[src/logic/rob_pkg.sv]
`default_nettype none

package rob_pkg;

  localparam int TAG_W  = 4;
  localparam int WORD_W = 16;
  localparam int PREG_W = 6;

  typedef logic [WORD_W-1:0] word_t;
  typedef logic [TAG_W-1:0]  rob_tag_t;
  typedef logic [PREG_W-1:0] preg_t;

  // architectural condition flags
  typedef struct packed {
    logic n;
    logic z;
    logic c;
    logic v;
  } flags_t;

  // branch conditions, arm style encoding
  typedef enum logic [3:0] {
    EQ = 4'd0,
    NE = 4'd1,
    CS = 4'd2,
    CC = 4'd3,
    MI = 4'd4,
    PL = 4'd5,
    VS = 4'd6,
    VC = 4'd7,
    HI = 4'd8,
    LS = 4'd9,
    GE = 4'd10,
    LT = 4'd11,
    GT = 4'd12,
    LE = 4'd13,
    AL = 4'd14
  } cond_e;

  // what issue hands over for each instruction
  typedef struct packed {
    word_t  pc;
    logic   is_store;
    logic   w_v;
    logic   is_spec;
    logic   is_cond_branch;
    cond_e  bcc_op;
    flags_t flag_mask;
    preg_t  alloc_reg;
    preg_t  freed_reg;
  } issue_entry_t;

  // one slot of the reorder buffer
  typedef struct packed {
    issue_entry_t info;
    logic         wb;
    flags_t       flags;
    word_t        resolved_pc;
  } rob_entry_t;

  // one common data bus lane
  typedef struct packed {
    logic     valid;
    rob_tag_t rob_tag;
    word_t    result;
    flags_t   flags;
  } cdb_t;

  // record for the non-speculative rename table
  typedef struct packed {
    logic  w_v;
    preg_t alloc_reg;
    preg_t freed_reg;
  } commit_rename_t;

  typedef struct packed {
    flags_t mask;
    flags_t value;
  } flag_update_t;

  typedef enum logic {
    CS_SEQUENTIAL   = 1'b0,
    CS_CHECK_TARGET = 1'b1
  } commit_state_e;

endpackage

`default_nettype wire

[src/logic/commit_ctrl.sv]
`timescale 1ns/10ps
`default_nettype none

module commit_ctrl (
  input  logic                    clk_i,
  input  logic                    reset_i,
  input  rob_pkg::rob_entry_t     head_entry_i,
  input  logic                    empty_i,
  input  logic                    has_free_i,
  input  logic                    issue_valid_i,
  input  rob_pkg::flags_t         flag_i,
  output logic                    issue_ready_o,
  output logic                    issue_fire_o,
  output logic                    commit_o,
  output logic                    flush_o,
  output logic                    store_pop_o,
  output logic                    preg_free_o,
  output rob_pkg::preg_t          preg_free_num_o,
  output logic                    rename_valid_o,
  output rob_pkg::commit_rename_t rename_entry_o,
  output logic                    flag_valid_o,
  output rob_pkg::flag_update_t   flag_update_o,
  output logic                    mispredict_o,
  output rob_pkg::word_t          redirect_pc_o
);
  import rob_pkg::*;

  commit_state_e state_q;
  commit_state_e state_n;
  word_t         expected_pc_q;
  word_t         expected_pc_n;

  logic  head_ready;
  logic  cond_taken;
  word_t target_pc;

  // branch condition against the committed flags
  always_comb
  begin
    case (head_entry_i.info.bcc_op)
      EQ:      cond_taken = flag_i.z;
      NE:      cond_taken = ~flag_i.z;
      CS:      cond_taken = flag_i.c;
      CC:      cond_taken = ~flag_i.c;
      MI:      cond_taken = flag_i.n;
      PL:      cond_taken = ~flag_i.n;
      VS:      cond_taken = flag_i.v;
      VC:      cond_taken = ~flag_i.v;
      HI:      cond_taken = flag_i.c & ~flag_i.z;
      LS:      cond_taken = ~flag_i.c | flag_i.z;
      GE:      cond_taken = (flag_i.n == flag_i.v);
      LT:      cond_taken = (flag_i.n != flag_i.v);
      GT:      cond_taken = ~flag_i.z & (flag_i.n == flag_i.v);
      LE:      cond_taken = flag_i.z | (flag_i.n != flag_i.v);
      AL:      cond_taken = 1'b1;
      default: cond_taken = 1'b0;
    endcase
  end

  // where the instruction after this branch must come from
  always_comb
  begin
    if (!head_entry_i.info.is_cond_branch || cond_taken)
      target_pc = head_entry_i.resolved_pc;
    else
      target_pc = head_entry_i.info.pc + 1'b1;
  end

  assign head_ready   = head_entry_i.wb & ~empty_i;
  assign mispredict_o = (state_q == CS_CHECK_TARGET) & head_ready &
                        (head_entry_i.info.pc != expected_pc_q);
  assign flush_o      = mispredict_o;
  assign commit_o     = head_ready & ~mispredict_o;

  assign issue_ready_o = has_free_i & ~mispredict_o;
  assign issue_fire_o  = issue_valid_i & issue_ready_o;

  // commit side effects
  assign store_pop_o     = commit_o & head_entry_i.info.is_store;
  assign preg_free_o     = commit_o & head_entry_i.info.w_v & ~head_entry_i.info.is_store;
  assign preg_free_num_o = head_entry_i.info.freed_reg;
  assign rename_valid_o  = commit_o;
  assign rename_entry_o  = '{w_v:       head_entry_i.info.w_v,
                             alloc_reg: head_entry_i.info.alloc_reg,
                             freed_reg: head_entry_i.info.freed_reg};
  assign flag_valid_o    = commit_o & (|head_entry_i.info.flag_mask);
  assign flag_update_o   = '{mask:  head_entry_i.info.flag_mask,
                             value: head_entry_i.flags};
  assign redirect_pc_o   = expected_pc_q;

  always_comb
  begin
    state_n       = state_q;
    expected_pc_n = expected_pc_q;
    if (mispredict_o)
      state_n = CS_SEQUENTIAL;
    else if (commit_o)
    begin
      if (head_entry_i.info.is_spec)
      begin
        state_n       = CS_CHECK_TARGET;
        expected_pc_n = target_pc;
      end
      else
        state_n = CS_SEQUENTIAL;
    end
  end

  always_ff @(posedge clk_i)
  begin
    if (reset_i)
    begin
      state_q       <= CS_SEQUENTIAL;
      expected_pc_q <= '0;
    end
    else
    begin
      state_q       <= state_n;
      expected_pc_q <= expected_pc_n;
    end
  end

  a_mispredict_state: assert property (@(posedge clk_i) disable iff (reset_i)
    mispredict_o |-> state_q == CS_CHECK_TARGET)
    else $error("mispredict outside target check");

  // the flush has to leave the buffer empty one cycle later
  a_flush_empties: assert property (@(posedge clk_i) disable iff (reset_i)
    mispredict_o |=> empty_i && state_q == CS_SEQUENTIAL)
    else $error("buffer not empty after flush");

endmodule

`default_nettype wire

[src/logic/rob_entry_store.sv]
`timescale 1ns/10ps
`default_nettype none

module rob_entry_store #(
  parameter int NUM_ENTRIES = 8,
  parameter int NUM_FU      = 2
) (
  input  logic                  clk_i,
  input  logic                  reset_i,
  input  logic                  issue_fire_i,
  input  rob_pkg::issue_entry_t issue_entry_i,
  input  rob_pkg::rob_tag_t     alloc_tag_i,
  input  rob_pkg::cdb_t         cdb_i [NUM_FU],
  input  logic                  commit_i,
  input  rob_pkg::rob_tag_t     commit_tag_i,
  input  logic                  flush_i,
  output rob_pkg::rob_entry_t   head_entry_o
);
  import rob_pkg::*;

  localparam int PTR_W = (NUM_ENTRIES > 1) ? $clog2(NUM_ENTRIES) : 1;

  issue_entry_t           info_q        [NUM_ENTRIES];
  flags_t                 flags_q       [NUM_ENTRIES];
  word_t                  resolved_pc_q [NUM_ENTRIES];
  logic [NUM_ENTRIES-1:0] wb_q;

  // per slot writeback match and the lane that hit it
  logic [NUM_ENTRIES-1:0] cdb_hit;
  cdb_t                   cdb_sel [NUM_ENTRIES];

  logic [PTR_W-1:0] alloc_idx;
  logic [PTR_W-1:0] head_idx;

  assign alloc_idx = alloc_tag_i[PTR_W-1:0];
  assign head_idx  = commit_tag_i[PTR_W-1:0];

  // only slots still waiting for a result accept a lane
  always_comb
  begin
    cdb_hit = '0;
    for (int i = 0; i < NUM_ENTRIES; i++)
    begin
      cdb_sel[i] = '0;
      for (int j = 0; j < NUM_FU; j++)
      begin
        if (cdb_i[j].valid && !wb_q[i] && cdb_i[j].rob_tag == rob_tag_t'(i))
        begin
          cdb_hit[i] = 1'b1;
          cdb_sel[i] = cdb_i[j];
        end
      end
    end
  end

  // written-back bits, the only control state of the array
  always_ff @(posedge clk_i)
  begin
    if (reset_i || flush_i)
      wb_q <= '0;
    else
    begin
      for (int i = 0; i < NUM_ENTRIES; i++)
      begin
        if (cdb_hit[i])
          wb_q[i] <= 1'b1;
        if (commit_i && head_idx == PTR_W'(i))
          wb_q[i] <= 1'b0;
        if (issue_fire_i && alloc_idx == PTR_W'(i))
          wb_q[i] <= 1'b0;
      end
    end
  end

  always_ff @(posedge clk_i)
  begin
    for (int i = 0; i < NUM_ENTRIES; i++)
    begin
      if (issue_fire_i && alloc_idx == PTR_W'(i))
        info_q[i] <= issue_entry_i;
      if (cdb_hit[i])
      begin
        flags_q[i] <= cdb_sel[i].flags;
        // branch units return the target on the result field
        if (info_q[i].is_spec)
          resolved_pc_q[i] <= cdb_sel[i].result;
      end
    end
  end

  assign head_entry_o = '{info:        info_q[head_idx],
                          wb:          wb_q[head_idx],
                          flags:       flags_q[head_idx],
                          resolved_pc: resolved_pc_q[head_idx]};

  for (genvar j = 0; j < NUM_FU; j++)
  begin : g_cdb_check
    a_no_double_wb: assert property (@(posedge clk_i) disable iff (reset_i)
      cdb_i[j].valid && (cdb_i[j].rob_tag < NUM_ENTRIES)
      |-> !wb_q[cdb_i[j].rob_tag[PTR_W-1:0]])
      else $error("lane %0d writes slot %0h twice", j, cdb_i[j].rob_tag);
  end

endmodule

`default_nettype wire

[src/logic/rob_occupancy.sv]
`timescale 1ns/10ps
`default_nettype none

module rob_occupancy #(
  parameter int NUM_ENTRIES = 8
) (
  input  logic              clk_i,
  input  logic              reset_i,
  input  logic              issue_fire_i,
  input  logic              commit_i,
  input  logic              flush_i,
  output rob_pkg::rob_tag_t alloc_tag_o,
  output rob_pkg::rob_tag_t commit_tag_o,
  output logic              has_free_o,
  output logic              empty_o
);
  import rob_pkg::*;

  localparam int PTR_W = (NUM_ENTRIES > 1) ? $clog2(NUM_ENTRIES) : 1;

  logic [PTR_W-1:0] alloc_ptr_q;
  logic [PTR_W-1:0] commit_ptr_q;
  logic [PTR_W:0]   free_cnt_q;

  // depth is a power of two, so the pointers wrap on their own
  always_ff @(posedge clk_i)
  begin
    if (reset_i || flush_i)
    begin
      alloc_ptr_q  <= '0;
      commit_ptr_q <= '0;
      free_cnt_q   <= (PTR_W+1)'(NUM_ENTRIES);
    end
    else
    begin
      if (issue_fire_i)
        alloc_ptr_q <= alloc_ptr_q + 1'b1;
      if (commit_i)
        commit_ptr_q <= commit_ptr_q + 1'b1;
      // issue and commit in the same cycle cancel out
      case ({issue_fire_i, commit_i})
        2'b10:   free_cnt_q <= free_cnt_q - 1'b1;
        2'b01:   free_cnt_q <= free_cnt_q + 1'b1;
        default: free_cnt_q <= free_cnt_q;
      endcase
    end
  end

  assign alloc_tag_o  = rob_tag_t'(alloc_ptr_q);
  assign commit_tag_o = rob_tag_t'(commit_ptr_q);
  assign has_free_o   = (free_cnt_q != '0);
  assign empty_o      = (free_cnt_q == (PTR_W+1)'(NUM_ENTRIES));

  a_free_cnt_range: assert property (@(posedge clk_i) disable iff (reset_i)
    free_cnt_q <= (PTR_W+1)'(NUM_ENTRIES))
    else $error("free count above depth: %0d", free_cnt_q);

  a_no_issue_when_full: assert property (@(posedge clk_i) disable iff (reset_i)
    issue_fire_i |-> has_free_o)
    else $error("issue accepted with no free slot");

endmodule

`default_nettype wire

[src/logic/rob_top.sv]
`timescale 1ns/10ps
`default_nettype none

module rob_top #(
  parameter int NUM_ENTRIES = 8,
  parameter int NUM_FU      = 2
) (
  input  logic                    clk_i,
  input  logic                    reset_i,
  input  logic                    issue_valid_i,
  input  rob_pkg::issue_entry_t   issue_entry_i,
  output logic                    issue_ready_o,
  output rob_pkg::rob_tag_t       issue_tag_o,
  input  rob_pkg::cdb_t           cdb_i [NUM_FU],
  input  rob_pkg::flags_t         flag_i,
  output logic                    store_pop_o,
  output logic                    preg_free_o,
  output rob_pkg::preg_t          preg_free_num_o,
  output logic                    rename_valid_o,
  output rob_pkg::commit_rename_t rename_entry_o,
  output logic                    flag_valid_o,
  output rob_pkg::flag_update_t   flag_update_o,
  output logic                    mispredict_o,
  output rob_pkg::word_t          redirect_pc_o
);
  import rob_pkg::*;

  rob_tag_t   alloc_tag;
  rob_tag_t   commit_tag;
  logic       has_free;
  logic       empty;
  rob_entry_t head_entry;
  logic       issue_fire;
  logic       do_commit;
  logic       flush;

  assign issue_tag_o = alloc_tag;

  rob_occupancy #(
    .NUM_ENTRIES(NUM_ENTRIES)
  ) i_occupancy (
    .clk_i       (clk_i),
    .reset_i     (reset_i),
    .issue_fire_i(issue_fire),
    .commit_i    (do_commit),
    .flush_i     (flush),
    .alloc_tag_o (alloc_tag),
    .commit_tag_o(commit_tag),
    .has_free_o  (has_free),
    .empty_o     (empty)
  );

  rob_entry_store #(
    .NUM_ENTRIES(NUM_ENTRIES),
    .NUM_FU     (NUM_FU)
  ) i_entry_store (
    .clk_i        (clk_i),
    .reset_i      (reset_i),
    .issue_fire_i (issue_fire),
    .issue_entry_i(issue_entry_i),
    .alloc_tag_i  (alloc_tag),
    .cdb_i        (cdb_i),
    .commit_i     (do_commit),
    .commit_tag_i (commit_tag),
    .flush_i      (flush),
    .head_entry_o (head_entry)
  );

  commit_ctrl i_commit_ctrl (
    .clk_i          (clk_i),
    .reset_i        (reset_i),
    .head_entry_i   (head_entry),
    .empty_i        (empty),
    .has_free_i     (has_free),
    .issue_valid_i  (issue_valid_i),
    .flag_i         (flag_i),
    .issue_ready_o  (issue_ready_o),
    .issue_fire_o   (issue_fire),
    .commit_o       (do_commit),
    .flush_o        (flush),
    .store_pop_o    (store_pop_o),
    .preg_free_o    (preg_free_o),
    .preg_free_num_o(preg_free_num_o),
    .rename_valid_o (rename_valid_o),
    .rename_entry_o (rename_entry_o),
    .flag_valid_o   (flag_valid_o),
    .flag_update_o  (flag_update_o),
    .mispredict_o   (mispredict_o),
    .redirect_pc_o  (redirect_pc_o)
  );

endmodule

`default_nettype wire

[config.mk]
export PLATFORM = sky130hd
export DESIGN_NAME = rob_top
export DESIGN_NICKNAME = d
export VERILOG_FILES = /design/src/logic/rob_pkg.sv /design/src/logic/commit_ctrl.sv /design/src/logic/rob_entry_store.sv /design/src/logic/rob_occupancy.sv /design/src/logic/rob_top.sv
export SDC_FILE = /design/constraint.sdc
export NUM_CORES = 1
export LEC_CHECK = 0
export BUFFER_PORTS_ARGS = -buffer_cell sky130_fd_sc_hd__buf_2
export CAP_MARGIN = 20
export CELL_PAD_IN_SITES_DETAIL_PLACEMENT = 0
export CELL_PAD_IN_SITES_GLOBAL_PLACEMENT = 1
export CORE_ASPECT_RATIO = 1.2
export CORE_MARGIN = 4
export CORE_UTILIZATION = 52
export CTS_CLUSTER_SIZE = 28
export DETAILED_ROUTE_END_ITERATION = 8
export PLACE_DENSITY = 0.76
export SETUP_SLACK_MARGIN = 0.5
export SKIP_LAST_GASP = 1
export SLEW_MARGIN = 20
export SYNTH_ARGS = -nofsm -noshare
export SYNTH_HDL_FRONTEND = slang
export SYNTH_SLANG_ARGS = --single-unit
[constraint.sdc]
create_clock -name clk_i -period 5 [get_ports clk_i]
set_clock_uncertainty 0.05 [all_clocks]
set_input_delay 0.25 -clock clk_i [delete_from_list [all_inputs] [get_ports clk_i]]
set_output_delay 0.25 -clock clk_i [all_outputs]
set_load 0.02 [all_outputs]
==> flow_summary.ini <==
[run_status]
status = completed

[timing]
timing.slew.headroom_pct = 25.5
drv_slew = 0
setup_viol = 0
tightest_slew_ns = 1.12
final.min_clock_period_ns = 4.26
post-route-period-util_pct = 85.2
grt_setup_unrepaired = no
hold_viol_final = 0
clock.fmax_mhz = 235
holdWs_ns = 0.0315
fin_tns_setup_ns = 0

[synthesis]
synth_area_mm2 = 0.0227
yosysSeqAreaShare_pct = 66.7
synthCells = 1281
syn_area_per_cell_um2 = 17.8
synth.net_count = 1395
ys.flop_type = edfxtp_1
synth.distinct_cells = 59
async_flop_share_pct = 0
yosys_warnings = 0
synth-seq-cells = 518
synth_edf_count = 480

[grt]
overflow = 0
grt_use_met1_pct = 31.0
grt_max_degree = 49
grt_first_pass_wirelength_mm = 83.6
grtUsageMet2_pct = 41.6
gr-usage-met3_pct = 3.56
grt.busiest_layer = met2
grt_usage_pct = 23.6
grt_pass1_vias = 13300
antenna_found_initial = 2

[cts]
htree_levels = 2
clk_pin_slew_ns = 0.06
clock_path_buffers = 3
cts_tree = built
cts_made_buffers = 51
worstSkewPairLatency_ns = 0.58
cts.sinks = 518
root_buffer = clkbuf_16

[power]
vdd_ir_drop_max_uv = 258
power_leakage_uw = 0.00894
p_per_area_mw_per_mm2 = 374

[detailed_routing]
first_pass_iters = 5
avgRoutedWirePerCell_um = 27.4
dr.first_iter.drc_count = 1050
drc = 0
vias = 12700
drtAntennaViolNets = 0
wirelength_mm = 55.9
vias_per_cell = 6.22

[cells_and_area]
syn2layout_area_growth_pct = 16.2
n_fill_cell = 3088
multi_input_area_mm2 = 0.00698
ff_latch_area_mm2 = 0.0152
final_nets = 1559
drive_gt1_share_pct = 33.3

[die]
fp.dieH_um = 237
initial_core_util_pct = 52.9
die_w_um = 199
core-area_mm2 = 0.0430
dieArea_mm2 = 0.0472
rows = 83
ios = 150

[worst_hold_path]
min_from = cdb_i[35]
holdPathEnd = i_entry_store.resolved_pc_q[6][6]
hold_path_class = in -> reg
holdPathStages = 2

[placement]
io_buffers = 148
gp_congestion = 0.832
hpwl_mm = 34.1

[setup_path]
worstSetupPathType = reg -> reg
cp_common_cell = buf_4
reg2regPathDepth = 19
required_ns = 5.41
r2r_end = i_occupancy.free_cnt_q[3]
worst-path-max-fanout = 10
path_buf_inv = 6
start_kind = flop
cp_cell_sequence = buf_4 > bufbuf_16 > mux4_2 > mux2_4 > xnor2_1 > nand4_1 > o41ai_4 > buf_4 > buf_4 > o21ba_4 > inv_1 > ha_1 > inv_2 > ha_1 > a21o_1 > a21oi_2 > xnor2_1 > o21ai_0 > or3b_1
cp_data_arrival_time_ns = 4.67
r2r_slack_ns = 0.74
critPathCaptureType = flop
path_delay_family = buffers and inverters
critical-path-slowest-cell = mux4_2
max_stage_delay_ns = 0.50

[job]
cap_violations = 0
## final cells by class
type	instances	share of cell area, %
antenna	1	0.00947
clock buffer	54	4.95
clock inverter	40	1.35
inverter	13	0.194
multi-input combinational	608	26.4
sequential	518	57.4
tap	552	2.61
timing repair buffer	253	7.06
## per-stage QoR
stage / utilization (%) / setup slack, ns / cell area [µm²] / cells / total power (µW)
after floorplan: - / 0.816 / 22700 / 1281 / 5810
after global placement: 55.7 / 0.367 / 24000 / 1874 / 6100
after detailed placement: 55.9 / 0.305 / 24000 / 1879 / 6130
after CTS: 61.2 / 0.525 / 26300 / 2029 / 9930
after global routing: 61.5 / 0.518 / 26400 / 2038 / 10200
final: 61.5 / 0.739 / 26400 / 2039 / 9880
## cells by family after synthesis
family	Yosys count	synth area share [%]
flops	518	66.7
compound gates	209	8.03
mux	201	16.1
buf+inv	155	3.34
simple gates	142	3.37
xor+xnor	38	1.46
fa+ha+maj	17	0.968
other cells	1	0.0165
## repair_timing
| action | in CTS | in global routing |
|---|---|---|
| pin swaps | 1 | 1 |
| setup endpoints to repair | 1 | 1 |
| gates cloned | 1 | 0 |
| endpoints found under the hold margin | 328 | 0 |
| hold buffers | 43 | 0 |
| buffers inserted | 12 | 9 |
| resized for setup | 2 | 10 |
## worst max-delay path by stage
stage          slack (ns)  depth (start not counted)                        end
2_1_floorplan        0.82                         18  i_occupancy.free_cnt_q[3]
6_report             0.74                         19  i_occupancy.free_cnt_q[3]
4_1_cts              0.52                         18  i_occupancy.free_cnt_q[3]
3_3_place_gp         0.37                         17  i_occupancy.free_cnt_q[3]
3_5_place_dp         0.30                         17  i_occupancy.free_cnt_q[3]
5_1_grt              0.52                         19  i_occupancy.free_cnt_q[3]
## sequential cells by signal, indices dropped and copies added, names as in the netlist, 3 cells and up, named ones only
name                         cells
i_entry_store.info_q           320
i_entry_store.resolved_pc_q    128
i_entry_store.flags_q           32
i_commit_ctrl.redirect_pc_o     16
i_entry_store.wb_q               8
i_occupancy.free_cnt_q           4
i_occupancy.alloc_ptr_q          3
i_occupancy.commit_ptr_q         3
## metal layers
metal	share of wire [%]	wire length [µm]	up-vias
met2	53	29700	485
li1	-	-	5535
met1	39	21800	6566
met4	1.9	1080	4
met3	5.9	3280	89
met5	0.038	21	-
## power breakdown
group / leakage (µW) / internal [µW] / switching, µW
registers: 0.00483 / 4910 / 66.5
clock network: 0.000807 / 2160 / 1630
logic: 0.00330 / 480 / 631
total: 0.00894 / 7550 / 2320
## cell usage after synthesis (2+ instances only)
library cell	n	area (µm²)
mux2_2	26	293
edfxtp_1	480	14400
buf_2	14	70.1
or4_1	5	37.5
nand3_1	9	45.0
and3_1	7	43.8
and2_1	10	62.6
dfxtp_1	38	761
nand3b_1	3	22.5
mux2i_2	2	27.5
ha_1	16	200
nand4_1	4	25.0
buf_1	46	173
xor2_1	18	158
clkbuf_1	45	169
inv_1	12	45.0
a2111oi_2	3	45.0
xnor2_1	20	175
nor3b_1	6	45.0
nor4_1	7	43.8
nand2_1	17	63.8
or3_1	2	12.5
nand2b_1	11	68.8
buf_4	32	240
a22o_1	176	1540
o21ai_0	7	35.0
nor2_1	43	161
mux4_2	122	2750
mux2i_1	43	430
a21oi_1	11	55.1
or4b_2	2	20.0
mux2i_4	5	113
nor3_1	8	40.0
a2111oi_1	3	30.0
buf_6	4	45.0
## cell usage in the layout, fill, tap and decap left out, drive strengths merged, types with 9 or more instances in the layout
master,netlist,routed
mux2,28,28
nand2b,12,12
buf,97,209
ha,16,16
mux2i,50,50
nand3,9,9
and2,10,10
clkbuf,45,54
dfxtp,38,38
xor2,18,18
mux4,123,123
xnor2,20,20
nor2,44,44
nand2,17,17
a21oi,12,12
edfxtp,480,480
a22o,176,176
clkinv,0,27
inv,13,15
dlygate4sd3,0,43
## worst reg2reg max path: cells and delay by family (launching register included)
| kind | cells | cell delay, ns |
|---|---|---|
| simple gates | 2 | 0.50 |
| mux | 2 | 0.84 |
| compound gates | 5 | 0.80 |
| flops | 1 | 0.40 |
| xor+xnor | 2 | 0.22 |
| buf+inv | 6 | 0.91 |
| fa+ha+maj | 2 | 0.43 |
No activity file was read; power rests on OpenSTA's default activity.
